===== config.mk =====
export PLATFORM = sky130hd
export DESIGN_NAME = fc_addr_gen_flat
export DESIGN_NICKNAME = d
export VERILOG_FILES = /design/src/design/fc_pkg.sv /design/src/design/fc_step_if.sv /design/src/design/fc_addr_gen.sv /design/src/flat_wrapper.sv
export SDC_FILE = /design/constraint.sdc
export NUM_CORES = 1
export LEC_CHECK = 0
export CAP_MARGIN = 20
export CORE_MARGIN = 2
export CORE_UTILIZATION = 45
export DETAILED_ROUTE_END_ITERATION = 8
export DONT_BUFFER_PORTS = 1
export PLACE_DENSITY = 0.72
export SLEW_MARGIN = 20
export SYNTH_ARGS = -nofsm -noshare
export SYNTH_HDL_FRONTEND = slang
export SYNTH_SLANG_ARGS = --single-unit

===== constraint.sdc =====
create_clock -name vclk -period 5.5
set_input_delay 0 -clock vclk [all_inputs]
set_output_delay 0 -clock vclk [all_outputs]
set_load 0.02 [all_outputs]

===== src/design/fc_pkg.sv =====
package fc_pkg;

    // layer shape
    localparam int IN_FEATURES  = 120;
    localparam int OUT_FEATURES = 84;

    // int8 elements per cycle, two 32-bit words of four bytes each
    localparam int LANES       = 8;
    localparam int ISSUE_STEPS = IN_FEATURES / LANES;

    // word layout in the two SRAMs
    localparam int ROW_STRIDE = ISSUE_STEPS * 2;
    localparam int OUT_BASE   = IN_FEATURES / 4;

    // SRAM read pipeline depth
    localparam int READ_LATENCY = 3;

    // requantization
    localparam int QUANT_SHIFT = 16;

    // bus widths
    localparam int ADDR_W = 16;
    localparam int DATA_W = 32;
    localparam int ACC_W  = 32;

    typedef enum logic [2:0] {
        IDLE,
        ISSUE,
        DRAIN,
        WRITE,
        FLUSH,
        DONE
    } fc_state_t;

endpackage


===== src/design/fc_step_if.sv =====
`timescale 1ns/1ps

interface fc_step_if;

    // strobes from the controller
    logic issue_en;
    logic acc_en;
    logic acc_clr;
    logic write_en;

    // flags and indices from the counters
    logic issue_last;
    logic drain_last;
    logic out_last;
    logic [fc_pkg::ADDR_W-1:0] in_idx;
    logic [fc_pkg::ADDR_W-1:0] row_idx;
    logic [fc_pkg::ADDR_W-1:0] out_idx;

    modport ctrl (
        output issue_en, acc_en, acc_clr, write_en,
        input  issue_last, drain_last, out_last
    );

    modport cnt (
        input  issue_en, write_en,
        output issue_last, drain_last, out_last, in_idx, row_idx, out_idx
    );

    modport dp_addr (input issue_en, write_en, in_idx, row_idx, out_idx);

    modport dp_mac (input acc_en, acc_clr);

endinterface


===== src/design/fc_addr_gen.sv =====
`timescale 1ns/1ps

module fc_addr_gen #(
    parameter int ROW_STRIDE = fc_pkg::ROW_STRIDE,
    parameter int OUT_BASE   = fc_pkg::OUT_BASE
) (
    input  logic [fc_pkg::ADDR_W-1:0]   weight_offset,
    input  logic [fc_pkg::ADDR_W-1:0]   act_offset,
    fc_step_if.dp_addr                  step,
    input  logic [7:0]                  quant,
    output logic                        weight_cen,
    output logic                        act_cen,
    output logic [fc_pkg::ADDR_W-1:0]   weight_addr0,
    output logic [fc_pkg::ADDR_W-1:0]   weight_addr1,
    output logic [fc_pkg::ADDR_W-1:0]   act_addr0,
    output logic [fc_pkg::ADDR_W-1:0]   act_addr1,
    output logic [fc_pkg::DATA_W/8-1:0] act_wea0,
    output logic [fc_pkg::DATA_W-1:0]   act_wdata0
);

    localparam int AW = fc_pkg::ADDR_W;
    localparam int DW = fc_pkg::DATA_W;

    localparam logic [AW-1:0] STRIDE  = AW'(ROW_STRIDE);
    localparam logic [AW-1:0] OUT_OFS = AW'(OUT_BASE);

    logic [AW-1:0] in_word;
    logic [AW-1:0] weight_word;
    logic [AW-1:0] act_word;
    logic [AW-1:0] out_word;
    logic [1:0]    out_lane;

    // four int8 elements per word
    assign in_word     = {2'b00, step.in_idx[AW-1:2]};
    assign weight_word = weight_offset + step.row_idx * STRIDE + in_word;
    assign act_word    = act_offset + in_word;
    assign out_word    = act_offset + OUT_OFS + {2'b00, step.out_idx[AW-1:2]};
    assign out_lane    = step.out_idx[1:0];

    always_comb begin
        weight_cen   = 1'b1;
        act_cen      = 1'b1;
        weight_addr0 = '0;
        weight_addr1 = '0;
        act_addr0    = '0;
        act_addr1    = '0;
        act_wea0     = '0;
        act_wdata0   = '0;
        if (step.issue_en) begin
            weight_cen   = 1'b0;
            act_cen      = 1'b0;
            weight_addr0 = weight_word;
            weight_addr1 = weight_word + 1'b1;
            act_addr0    = act_word;
            act_addr1    = act_word + 1'b1;
        end else if (step.write_en) begin
            // single byte lane on port 0
            act_cen            = 1'b0;
            act_addr0          = out_word;
            act_wea0[out_lane] = 1'b1;
            act_wdata0         = {{(DW-8){1'b0}}, quant} << {out_lane, 3'b000};
        end
    end

endmodule


===== src/flat_wrapper.sv =====
// flat-port wrapper written by rule: the top's interface ports become plain ports
module fc_addr_gen_flat 
#(
    parameter int ROW_STRIDE = fc_pkg::ROW_STRIDE,
    parameter int OUT_BASE   = fc_pkg::OUT_BASE
)
  (weight_offset, act_offset, quant, weight_cen, act_cen, weight_addr0, weight_addr1, act_addr0, act_addr1, act_wea0, act_wdata0, step_issue_en, step_write_en, step_in_idx, step_row_idx, step_out_idx);
  fc_step_if step_i ();
  input  logic [fc_pkg::ADDR_W-1:0] weight_offset;
  input  logic [fc_pkg::ADDR_W-1:0] act_offset;
  input  logic [7:0] quant;
  output logic weight_cen;
  output logic act_cen;
  output logic [fc_pkg::ADDR_W-1:0] weight_addr0;
  output logic [fc_pkg::ADDR_W-1:0] weight_addr1;
  output logic [fc_pkg::ADDR_W-1:0] act_addr0;
  output logic [fc_pkg::ADDR_W-1:0] act_addr1;
  output logic [fc_pkg::DATA_W/8-1:0] act_wea0;
  output logic [fc_pkg::DATA_W-1:0] act_wdata0;
  input wire logic [$bits(step_i.issue_en)-1:0] step_issue_en;
  input wire logic [$bits(step_i.write_en)-1:0] step_write_en;
  input wire logic [$bits(step_i.in_idx)-1:0] step_in_idx;
  input wire logic [$bits(step_i.row_idx)-1:0] step_row_idx;
  input wire logic [$bits(step_i.out_idx)-1:0] step_out_idx;
  assign step_i.issue_en = step_issue_en;
  assign step_i.write_en = step_write_en;
  assign step_i.in_idx = step_in_idx;
  assign step_i.row_idx = step_row_idx;
  assign step_i.out_idx = step_out_idx;
  fc_addr_gen #(.ROW_STRIDE(ROW_STRIDE), .OUT_BASE(OUT_BASE)) u_core (.weight_offset(weight_offset), .act_offset(act_offset), .step(step_i), .quant(quant), .weight_cen(weight_cen), .act_cen(act_cen), .weight_addr0(weight_addr0), .weight_addr1(weight_addr1), .act_addr0(act_addr0), .act_addr1(act_addr1), .act_wea0(act_wea0), .act_wdata0(act_wdata0));
endmodule

* Word-level counts from Yosys, hierarchy flattened
Cells that the tools add are included.
** Cells by class
- Reductions and logical operators :: 1
- Mux-type cells :: 14
- Shifts and indexed selects :: 1
- Order comparisons :: 2
- Add/sub/neg operators :: 7
- Multipliers :: 1
** Operators with widths (count)
- 16-bit 2-to-1 mux :: 5
- 32-bit 2-to-1 mux :: 2
- 16-bit by 14-bit adder with 16-bit output :: 3
- 16-bit by 1-bit adder with 16-bit output (second input constant) :: 2
- 8-bit by 5-bit << shifter with 32-bit output :: 1
- 16-bit adder :: 1
- 16-bit by 5-bit adder with 16-bit output (second input constant) :: 1
- 16-bit by 4-bit multiplier with 15-bit output (second input constant) :: 1
- 4-bit 2-to-1 mux :: 2
- 1-bit 2-to-1 mux :: 4
- 2-bit by 3-bit less-than comparator with 1-bit output (second input constant) :: 1
- 1-bit demux with 2-bit select :: 1
- 2-bit by 1-bit greater-or-equal comparator with 1-bit output (second input constant) :: 1
- 1-bit logical AND :: 1
** Storage, ports and cells
- Logic and storage cells :: 26
- Output and inout bits :: 102
- Flip-flop bits (word level) :: 0

* Longest topological paths before layout
Gate-level depths: netlist of the first run.
- Depth in word-level cells :: 6
- Gate-level depth with buffers :: 22

* Worst setup path before layout of the first run
Ideal clock, no wire load.
- Path type :: in2out
- Start :: input port step_row_idx[3]
- End :: output port weight_addr1[15] (netlist bit)
- Buffers on the path :: 0
- Arrival :: 5.085 ns
- Stages :: 21
- Required time :: 5.500 ns
- Slack :: 0.415 ns
- Cells stage by stage :: inv_1 fa_1 fa_1 inv_1 ha_1 nor2b_1 o31a_1 o211ai_1 nand2_1 a21oi_1 xnor2_1 fa_1 ha_1 a21o_1 a211oi_1 a21oi_1 a211o_1 xnor2_1 or4_1 a221oi_1 o21bai_1
** Between the ends
- Longest elaborated chain between the ends :: 5
** Ends and longest elaborated chain
- from (decl) :: line flat_wrapper.sv:23 : input wire logic [$bits(step_i.row_idx)-1:0] step_row_idx;
- 16-bit by 4-bit multiplier with 15-bit output :: line fc_addr_gen.sv:35 : assign weight_word = weight_offset + step.row_idx * STRIDE + in_word;
- 16-bit adder :: line fc_addr_gen.sv:35
- 16-bit by 14-bit adder with 16-bit output :: line fc_addr_gen.sv:35
- 16-bit by 1-bit adder with 16-bit output :: line fc_addr_gen.sv:53 : weight_addr1 = weight_word + 1'b1;
- 16-bit 2-to-1 mux :: line fc_addr_gen.sv:49 : if (step.issue_en) begin
- to (decl) :: line flat_wrapper.sv:15 : output logic [fc_pkg::ADDR_W-1:0] weight_addr1;
Every way passes these cells.

* Final worst setup path of the first run
- Start :: input port step_row_idx[3]
- End :: output port weight_addr1[14] (netlist bit)
Same word-level chain as after synthesis.

==> impl_metrics.py, run 1 <==
metrics = {
    "logic_synthesis": {
        "synth_top_area_share_pct": 18.6,
        "yosys.area.top_type": "ha_1",
        "ys_types": 65,
        "ys_top_cells_by_area": "ha_1 (19%), fa_1 (16%), xnor2_1 (7.1%)",
        "synth-seq-area-share_pct": 0,
        "syn_inst": 667,
        "yosysWarnings": 0,
        "avgSynthCellArea_um2": 7.45,
        "synth_nets": 870,
        "syn-cell-area_mm2": 0.00497,
    },
    "timing": {
        "hold_violations": 0,
        "setup_ws_ns": 0.308,
        "relSlewSlack_pct": 32.6,
        "slew_violations": 0,
        "setup_viol": 0,
        "post-route-min-period_ns": 5.19,
        "setup_tns_ns": 0,
        "clock.fmax_ghz": 0.193,
        "period_share_pct": 94.4,
        "tightest_slew_ns": 0.998,
    },
    "global_routing": {
        "grt_max_degree": 42,
        "met2_usage_pct": 41.7,
        "antenna_found_initial": 0,
        "grt_overflow_total": 0,
        "busiest_layer": "met2",
        "grt_pass1_wl_mm": 21.2,
        "track_usage_pct": 22.3,
        "use_met1_pct": 26.8,
        "grtUsageMet3_pct": 3.05,
        "grt_pass1_vias": 4506,
    },
    "critical_path": {
        "cpPeakStageDelay_ns": 0.51,
        "path_max_fanout": 4,
        "cpMostUsedCell": "fa_1",
        "worst_setup_path_end_kind": "primary output",
        "crit_buf_inv": 3,
        "start_kind": "input port",
        "cp.arrival_ns": 5.19,
        "worstPathRequired_ns": 5.50,
        "crit_chain": "clkinvlp_4, fa_1, fa_1, inv_1, ha_1, nor2b_1, o31a_1, o21a_1, nor2_1, xnor2_1, fa_1, ha_1, inv_1, nor2_1, a31oi_2, xnor2_1, nand4_2, or3_1, or3_1, a21o_1",
        "cpMaxStageDelayCell": "fa_1",
        "crit_family": "adder cells",
        "worstSetupPathType": "in -> out",
    },
    "status": {
        "status": "complete, no violations",
    },
    "cells_and_area": {
        "diodes": 0,
        "drive_gt1_share_pct": 5.46,
        "final_common_cell": "ha_1",
        "design.seq.count": 0,
        "stdcell_count": 799,
        "clock_buffers": 0,
        "final_area_mm2": 0.00520,
        "nets": 864,
        "seqCellArea_um2": 0,
        "layout_common_cells": "ha_1 (74), inv_1 (69), nor2_1 (62), and2_1 (50), nand2_1 (41)",
        "syn_to_final_growth_pct": 4.71,
    },
    "routing": {
        "drtIter0Drc": 339,
        "vias_per_cell": 6.02,
        "ant_nets": 0,
        "routed_wl_mm": 13.9,
        "first_pass_iters": 5,
        "vias": 4807,
        "wl_per_cell_um": 17.4,
        "drc_errors": 0,
    },
    "floorplanning": {
        "ios": 192,
        "design.core.area_mm2": 0.0108,
        "design.die.area_mm2": 0.0119,
        "rows": 38,
        "start_util_pct": 46.0,
        "die_w_um": 109,
        "die_h_um": 109,
    },
    "flow_run": {
        "maxCapViolCount": 0,
    },
    "placed_design": {
        "dpl.cell_count": 798,
        "port_buffers": 0,
        "routabilityCongestion": 0.881,
        "dp_hpwl_mm": 12.0,
        "post-place-ws_ns": 0.157,
        "postPlaceCellArea_mm2": 0.00512,
    },
    "hold_path": {
        "hold_class": "in -> out",
    },
    "pwr": {
        "peakVddDrop_uv": 839,
        "p_leak_nw": 2.34,
        "power_density_mw_per_mm2": 568,
    },
}
[what timing repair did]
item / 4_1_cts / 5_1_grt
setup buffers: 0 / 1
hold buffers: 0 / 0
gates resized for setup: 0 / 14
endpoints found under the setup margin: 0 / 3
hold endpoints to repair: 0 / 0
[per-stage QoR]
step	hold slack [ns]	power, mW	utilization [%]
finish	0.0776	2.95	48.2
floorplan	0.0749	2.27	-
detailed placement	0.0782	2.74	47.4
global placement	0.0824	2.68	47.4
CTS	0.0780	2.76	47.4
global route	0.0861	3.26	48.2
[cell families after synthesis]
group                    Yosys count  synth area share [%]
multiplexers                       3                 0.605
AO/OA/AOI/OAI                    148                  20.4
buffers and inverters             87                  6.75
adder cells (fa/ha/maj)          113                  34.4
AND/OR/NAND/NOR                  252                  26.3
XOR/XNOR                          64                  11.6
[where the power goes]
group | internal [mW] | switching [mW] | total (mW)
combinational | 1.07 | 1.89 | 2.95
clock | 0 | 0 | 0
sequential | 0 | 0 | 0
[layout make-up]
class / instances / area (µm²)
timing repair buffer: 6 / 45.0
inverter: 73 / 282
multi-input combinational: 580 / 4700
tap: 140 / 175
fill: 1091 / 5590
[cell usage after synthesis (all sizes together) (5+ instances only)]
cell type	n
a211o	5
a211oi	6
a21o	12
a21oi	36
a31oi	6
and2	50
and3	8
clkbuf	11
fa	39
ha	74
inv	72
nand2	41
nand3	19
nor2	62
nor2b	9
nor3	25
nor4	7
o21a	10
o21ai	35
o31ai	5
or2	5
or3	10
xnor2	41
xor2	23
[path summary, 6_finish.rpt]
| kind | start | to | slack, ns | depth (start not counted) |
|---|---|---|---|---|
| worst max-delay path | step_row_idx[3] | weight_addr1[14] | 0.31 | 20 |
| worst min-delay path | step_write_en | act_cen | 0.08 | 1 |
[layer usage]
metal,vias to the layer above,wire length (µm)
met5,-,0
met4,0,299
met3,21,1090
met2,192,7010
met1,2269,5510
li1,2325,-
No activity file was read; power rests on OpenSTA's default activity.
==> run 2: changes to the inputs <==
==> constraint.sdc (replaced) <==
create_clock -name vclk -period 5.1
set_input_delay 0 -clock vclk [all_inputs]
set_output_delay 0 -clock vclk [all_outputs]
set_load 0.02 [all_outputs]
==> impl_metrics.py, run 2 (synthesized netlist as in run 1, its figures left out) <==
metrics = {
    "status": {
        "status": "complete, no violations",
    },
    "hold_path": {
        "whs_endpoint": "act_cen",
        "hold_class": "in -> out",
        "min_path_cells": 1,
        "hp-start": "step_write_en",
    },
    "clock_tree": {
        "cts_hold_buf": 0,
    },
    "timing": {
        "clock.fmax_ghz": 0.196,
        "slew_violations": 0,
        "post-route-min-period_ns": 5.10,
        "relSlewSlack_pct": 27.6,
        "period_share_pct": 100,
        "hold_violations": 0,
        "setup_ws_ns": 0.00122,
        "setup_viol": 0,
        "rsz0062_at_grt": "true",
        "tightest_slew_ns": 1.07,
    },
    "placed_design": {
        "routabilityCongestion": 0.905,
        "port_buffers": 0,
        "dp_hpwl_mm": 12.5,
        "post-place-ws_ns": -0.163,
        "dpl.cell_count": 826,
    },
    "critical_path": {
        "cp.arrival_ns": 5.10,
        "worstSetupPathType": "in -> out",
        "start_kind": "input port",
        "worst_setup_path_end_kind": "primary output",
        "worstPathRequired_ns": 5.10,
        "path_max_fanout": 3,
    },
    "pwr": {
        "p_leak_nw": 2.56,
        "seqPwrFrac_pct": 0,
        "clkPwrFrac_pct": 0,
        "switching_share_pct": 56.1,
        "power_density_mw_per_mm2": 720,
        "p_comb_share_pct": 100.0,
        "peakVddDrop_uv": 1050,
        "p_int_mw": 1.79,
        "p_switching_mw": 2.29,
    },
    "routing": {
        "routed_wl_mm": 15.2,
        "drc_errors": 0,
        "drtIter0Drc": 358,
        "vias_per_cell": 6.01,
        "vias": 5021,
        "first_pass_iters": 5,
        "ant_nets": 0,
        "wl_per_cell_um": 18.1,
    },
    "floorplanning": {
        "design.die.area_mm2": 0.0119,
        "start_util_pct": 46.0,
        "die_w_um": 109,
        "design.core.area_mm2": 0.0108,
        "rows": 38,
        "ios": 192,
        "die_h_um": 109,
    },
    "global_routing": {
        "grt_max_degree": 42,
        "grt_pass1_vias": 4726,
        "grt_overflow_total": 0,
        "grt_pass1_wl_mm": 22.1,
        "track_usage_pct": 23.2,
        "antenna_found_initial": 0,
    },
    "cells_and_area": {
        "design.seq.count": 0,
        "final_common_cell": "ha_1",
        "num-fill-cells": 1052,
        "diodes": 0,
        "syn_to_final_growth_pct": 14.2,
        "layout_common_cells": "ha_1 (68), inv_1 (67), nor2_1 (59), and2_1 (49)",
        "drive_gt1_share_pct": 14.4,
        "clock_buffers": 0,
        "stdcell_count": 836,
        "seqCellArea_um2": 0,
        "nets": 901,
    },
    "flow_run": {
        "maxCapViolCount": 0,
    },
}
-- run 2: changes by cell type in the layout (fill, tap and decap cells not counted), sizes merged --
cell / change
buf: +37
-- run 2: repair_timing --
action / CTS / global route
pin swaps: 5 / 29
setup buffers: 1 / 9
endpoints found under the setup margin: 3 / 8
resized for setup: 6 / 45
endpoints found under the hold margin: 0 / 0
-- run 2: stage by stage --
step | cell area [µm²] | hold slack (ns) | power (mW) | TNS [ns] | utilization [%]
after detailed placement | 5330 | 0.0812 | 3.34 | -0.178 | 49.4
after floorplan | 4970 | 0.0749 | 2.45 | 0 | -
after CTS | 5370 | 0.0812 | 3.42 | 0 | 49.7
after global routing | 5670 | 0.0846 | 4.42 | -0.520 | 52.6
final | 5670 | 0.0818 | 4.08 | 0 | 52.6
after global placement | 5330 | 0.0825 | 3.26 | -0.0463 | 49.4
-- run 2: power by group through the flow --
stage          logic [mW]  clock network, mW  registers (mW)
3_3_place_gp         3.26                  0               0
3_5_place_dp         3.34                  0               0
4_1_cts              3.42                  0               0
5_1_grt              4.42                  0               0
6_report             4.08                  0               0
2_1_floorplan        2.45                  0               0
-- run 2: cell type report --
class	instances	area (µm²)	share of cell area, %
inverter	73	284	5.01
multi-input combinational	580	4880	86.1
tap	140	175	3.09
timing repair buffer	43	330	5.82
-- run 2: how the worst max path moves through the flow --
| stage | startpoint | end | slack, ns | depth (start not counted) |
|---|---|---|---|---|
| 6_report | step_row_idx[2] | weight_addr1[15] | 0.001 | 21 |
| 5_1_grt | step_row_idx[2] | weight_addr1[15] | -0.19 | 21 |
| 4_1_cts | step_row_idx[0] | weight_addr1[15] | 0.008 | 20 |
| 3_5_place_dp | step_row_idx[3] | weight_addr1[15] | -0.16 | 21 |
| 3_3_place_gp | step_row_idx[3] | weight_addr1[15] | -0.05 | 21 |
| 2_1_floorplan | step_row_idx[3] | weight_addr1[15] | 0.01 | 21 |
-- run 2: layer usage --
metal | global-route usage, % | up-vias | part of all wire [%]
met5 | 0 | - | 0
met4 | 6.41 | 0 | 3.1
met3 | 3.05 | 35 | 7.0
met2 | 43.3 | 232 | 50
met1 | 27.4 | 2365 | 39
li1 | - | 2389 | -
-- run 2: worst max-delay path, cell delays in order --
cell	delay, ns
clkinvlp_4	0.09
fa_1	0.50
fa_1	0.58
inv_2	0.05
ha_4	0.24
nor2b_4	0.12
o31a_1	0.27
o211ai_1	0.25
nand2_1	0.12
a21oi_2	0.18
xnor2_2	0.10
fa_1	0.57
ha_4	0.22
a21o_1	0.16
a211oi_2	0.25
a21oi_1	0.10
a211o_1	0.27
xnor2_2	0.16
or4_4	0.44
a221oi_2	0.24
o21bai_4	0.19
==> run 3: changes to the inputs <==
--- a/config.mk
+++ b/config.mk
@@ -7,10 +7,10 @@
 export LEC_CHECK = 0
 export CAP_MARGIN = 20
 export CORE_MARGIN = 2
-export CORE_UTILIZATION = 45
+export CORE_UTILIZATION = 65
 export DETAILED_ROUTE_END_ITERATION = 8
 export DONT_BUFFER_PORTS = 1
-export PLACE_DENSITY = 0.72
+export PLACE_DENSITY = 0.93
 export SLEW_MARGIN = 20
 export SYNTH_ARGS = -nofsm -noshare
 export SYNTH_HDL_FRONTEND = slang
==> constraint.sdc (replaced) <==
create_clock -name vclk -period 5.44
set_input_delay 0.816 -clock vclk [all_inputs]
set_output_delay 0.816 -clock vclk [all_outputs]
set_load 0.02 [all_outputs]
==> impl_metrics.py, run 3 <==
metrics = {
    "floorplanning": {
        "ios": 192,
        "rows": 31,
        "die_h_um": 91.4,
        "start_util_pct": 67.8,
        "die_w_um": 91.4,
    },
    "logic_synthesis": {
        "yosys.area.top_type": "ha_1",
        "yosysWarnings": 0,
        "ys_types": 65,
        "yosysMostFrequentCell": "ha_1",
        "avgSynthCellArea_um2": 7.45,
        "synth_top_area_share_pct": 18.6,
        "ys_top_cells_by_area": "ha_1 (19%), fa_1 (16%), xnor2_1 (7.1%)",
        "synth_nets": 870,
        "synth-seq-area-share_pct": 0,
        "syn_inst": 667,
        "syn-cell-area_mm2": 0.00497,
        "synth_commonest_cells": "ha_1 (74), inv_1 (71), nor2_1 (62)",
    },
    "global_routing": {
        "grt_overflow_total": 1,
        "track_usage_pct": 70.9,
        "grt_max_degree": 42,
    },
    "placed_design": {
        "dpl.cell_count": 841,
        "dp_hpwl_mm": 14.1,
        "port_buffers": 0,
        "routabilityCongestion": 0.942,
    },
    "status": {
        "status": "aborted with a tool error",
        "lastStage": "global routing",
        "error_line": "[ERROR GRT-0232] Routing congestion too high. Check the congestion heatmap in the GUI.",
    },
    "clock_tree": {
        "cts_hold_buf": 0,
    },
    "timing": {
        "worstEndpointGrtRepair": "weight_addr1[14]",
        "worstEpCategory": "top-level output",
    },
}
==> run 3: cell counts after synthesis <==
Identical to the previous run, type by type.
==> run 3: cell families after synthesis <==
group	after synthesis	synth area share (%)
AO/OA/AOI/OAI	148	20.4
XOR/XNOR	64	11.6
adder cells (fa/ha/maj)	113	34.4
buffers and inverters	87	6.75
multiplexers	3	0.605
AND/OR/NAND/NOR	252	26.3
==> run 3: through the flow <==
stage / util (%) / cell area [µm²] / hold slack, ns / setup slack, ns / setup TNS, ns
after global placement: 81.3 / 5960 / 1.71 / -1.04 / -9.58
after detailed placement: 81.3 / 5960 / 1.71 / -1.27 / -13.49
after CTS: 87.3 / 6400 / 1.71 / -1.09 / -11.16
after floorplan: - / 5230 / 1.71 / -0.936 / -5.64
==> run 3: timing repair <==
| item | CTS |
|---|---|
| setup endpoints to repair | 19 |
| setup buffers | 11 |
| cloned | 0 |
| hold endpoints to repair | 0 |
| pin swaps | 53 |
| resized for setup | 72 |
==> run 3: routing by layer <==
metal  GRT overflow  track usage (%)
met5              0             12.2
met4              0             75.4
met3              0             54.5
met2              1             92.8
met1              0             65.5
==> run 4: changes to the inputs <==
--- a/config.mk
+++ b/config.mk
@@ -7,10 +7,10 @@
 export LEC_CHECK = 0
 export CAP_MARGIN = 20
 export CORE_MARGIN = 2
-export CORE_UTILIZATION = 65
+export CORE_UTILIZATION = 40
 export DETAILED_ROUTE_END_ITERATION = 8
 export DONT_BUFFER_PORTS = 1
-export PLACE_DENSITY = 0.93
+export PLACE_DENSITY_LB_ADDON = 0.15
 export SLEW_MARGIN = 20
 export SYNTH_ARGS = -nofsm -noshare
 export SYNTH_HDL_FRONTEND = slang
==> impl_metrics.py, run 4 (synthesized netlist as in run 1, its figures left out) <==
metrics = {
    "routing": {
        "dr_wl_met2_mm": 7.87,
        "routed_wl_mm": 15.5,
        "met3_length_mm": 1.12,
        "drtIter0Drc": 179,
        "drc_errors": 0,
        "first_pass_iters": 4,
        "top_layer_used": "met4",
        "wl_met1_mm": 6.22,
        "vias_per_cell": 5.51,
        "ant_nets": 0,
        "wl_per_cell_um": 16.6,
        "vias": 5151,
    },
    "cells_and_area": {
        "seqCellArea_um2": 0,
        "stdcell_count": 934,
        "layout_common_cells": "buf_4 (94), inv_1 (63), ha_1 (63), nor2_1 (52), and2_1 (43)",
        "clock_buffers": 0,
        "nets": 971,
        "diodes": 0,
        "drive_gt1_share_pct": 30.8,
        "final_area_mm2": 0.00682,
        "design.seq.count": 0,
        "syn_to_final_growth_pct": 37.3,
        "num-fill-cells": 1148,
        "final_common_cell": "buf_4",
    },
    "floorplanning": {
        "design.core.area_mm2": 0.0121,
        "die_w_um": 115,
        "die_h_um": 115,
        "rows": 40,
        "ios": 192,
        "start_util_pct": 41.2,
        "design.die.area_mm2": 0.0133,
    },
    "placed_design": {
        "postPlaceCellArea_mm2": 0.00609,
        "port_buffers": 0,
        "dpl.cell_count": 915,
        "routabilityCongestion": 0.846,
        "dp_hpwl_mm": 13.1,
    },
    "pwr": {
        "total_power_mw": 5.62,
        "power_density_mw_per_mm2": 823,
        "peakVddDrop_uv": 1050,
        "p_leak_nw": 3.03,
    },
    "global_routing": {
        "antenna_found_initial": 0,
        "grt_overflow_total": 0,
        "grt_pass1_wl_mm": 24.1,
        "grt_pass1_vias": 5078,
        "grt_max_degree": 42,
        "track_usage_pct": 22.3,
    },
    "critical_path": {
        "worstSetupPathType": "in -> out",
        "path_max_fanout": 4,
        "worst_setup_path_end_kind": "primary output",
        "worstPathRequired_ns": 4.62,
        "start_kind": "input port",
        "cp.arrival_ns": 5.69,
    },
    "timing": {
        "rsz0062_at_grt": "true",
        "slew_violations": 0,
        "setup_tns_ns": -10.27,
        "relSlewSlack_pct": 47.5,
        "setup_viol": 18,
        "period_share_pct": 120,
        "post-route-min-period_ns": 6.51,
        "tightest_slew_ns": 0.785,
        "clock.fmax_ghz": 0.154,
        "setup_ws_ns": -1.07,
        "hold_violations": 0,
    },
    "clock_tree": {
        "cts_hold_buf": 0,
    },
    "status": {
        "violations": "negative setup slack",
        "status": "finished with violations",
    },
    "hold_path": {
        "hold_class": "in -> out",
    },
    "flow_run": {
        "maxCapViolCount": 0,
    },
}
run 4: timing repair:
action                     CTS  global route
setup endpoints to repair   19            19
pin swaps                   66            34
cloned                       0             0
resized for setup           81            37
hold endpoints to repair     0             0
setup buffers               25             4
run 4: power by group:
group / internal, mW / total (mW) / switching (mW)
logic: 2.84 / 5.62 / 2.77
registers: 0 / 0 / 0
clock network: 0 / 0 / 0
total: 2.84 / 5.62 / 2.77
run 4: layout make-up:
| class | instances | area (µm²) | area share [%] |
|---|---|---|---|
| multi-input cells | 580 | 5390 | 79.1 |
| repair buffers | 113 | 928 | 13.6 |
| inverters | 73 | 288 | 4.22 |
| well taps | 168 | 210 | 3.08 |
run 4: path summary, 6_finish.rpt:
kind	cells past startpoint	startpoint	slack, ns	end
setup / recovery	20	step_row_idx[2]	-1.07	weight_addr1[15]
hold / removal	1	step_write_en	1.71	act_cen
run 4: worst max-delay path: stages:
cell and delay (ns):
fa_2 0.58, fa_1 0.41, ha_1 0.31, a21o_1 0.17
a21oi_2 0.15, nor2b_1 0.07, o21ai_2 0.17, a21oi_2 0.08
a41o_1 0.20, nor2_1 0.14, xnor2_1 0.16, fa_1 0.49
ha_4 0.28, a211oi_2 0.24, a21oi_1 0.10, a211o_1 0.27
xnor2_2 0.15, or4_4 0.43, a221oi_2 0.26, o21bai_4 0.19
run 4: per-stage QoR:
stage / util [%] / setup WS [ns] / hold WS, ns
3_3_place_gp: 50.5 / -1.08 / 1.71
5_1_grt: 56.5 / -1.27 / 1.72
3_5_place_dp: 50.5 / -1.21 / 1.71
2_1_floorplan: - / -0.936 / 1.71
6_report: 56.5 / -1.07 / 1.71
4_1_cts: 54.9 / -1.07 / 1.71
run 4: layer usage:
layer | global-route usage, % | up-vias
met3 | 3.56 | 20
met5 | 0 | -
met2 | 41.6 | 191
met1 | 27.2 | 2414
met4 | 3.61 | 0
li1 | - | 2526
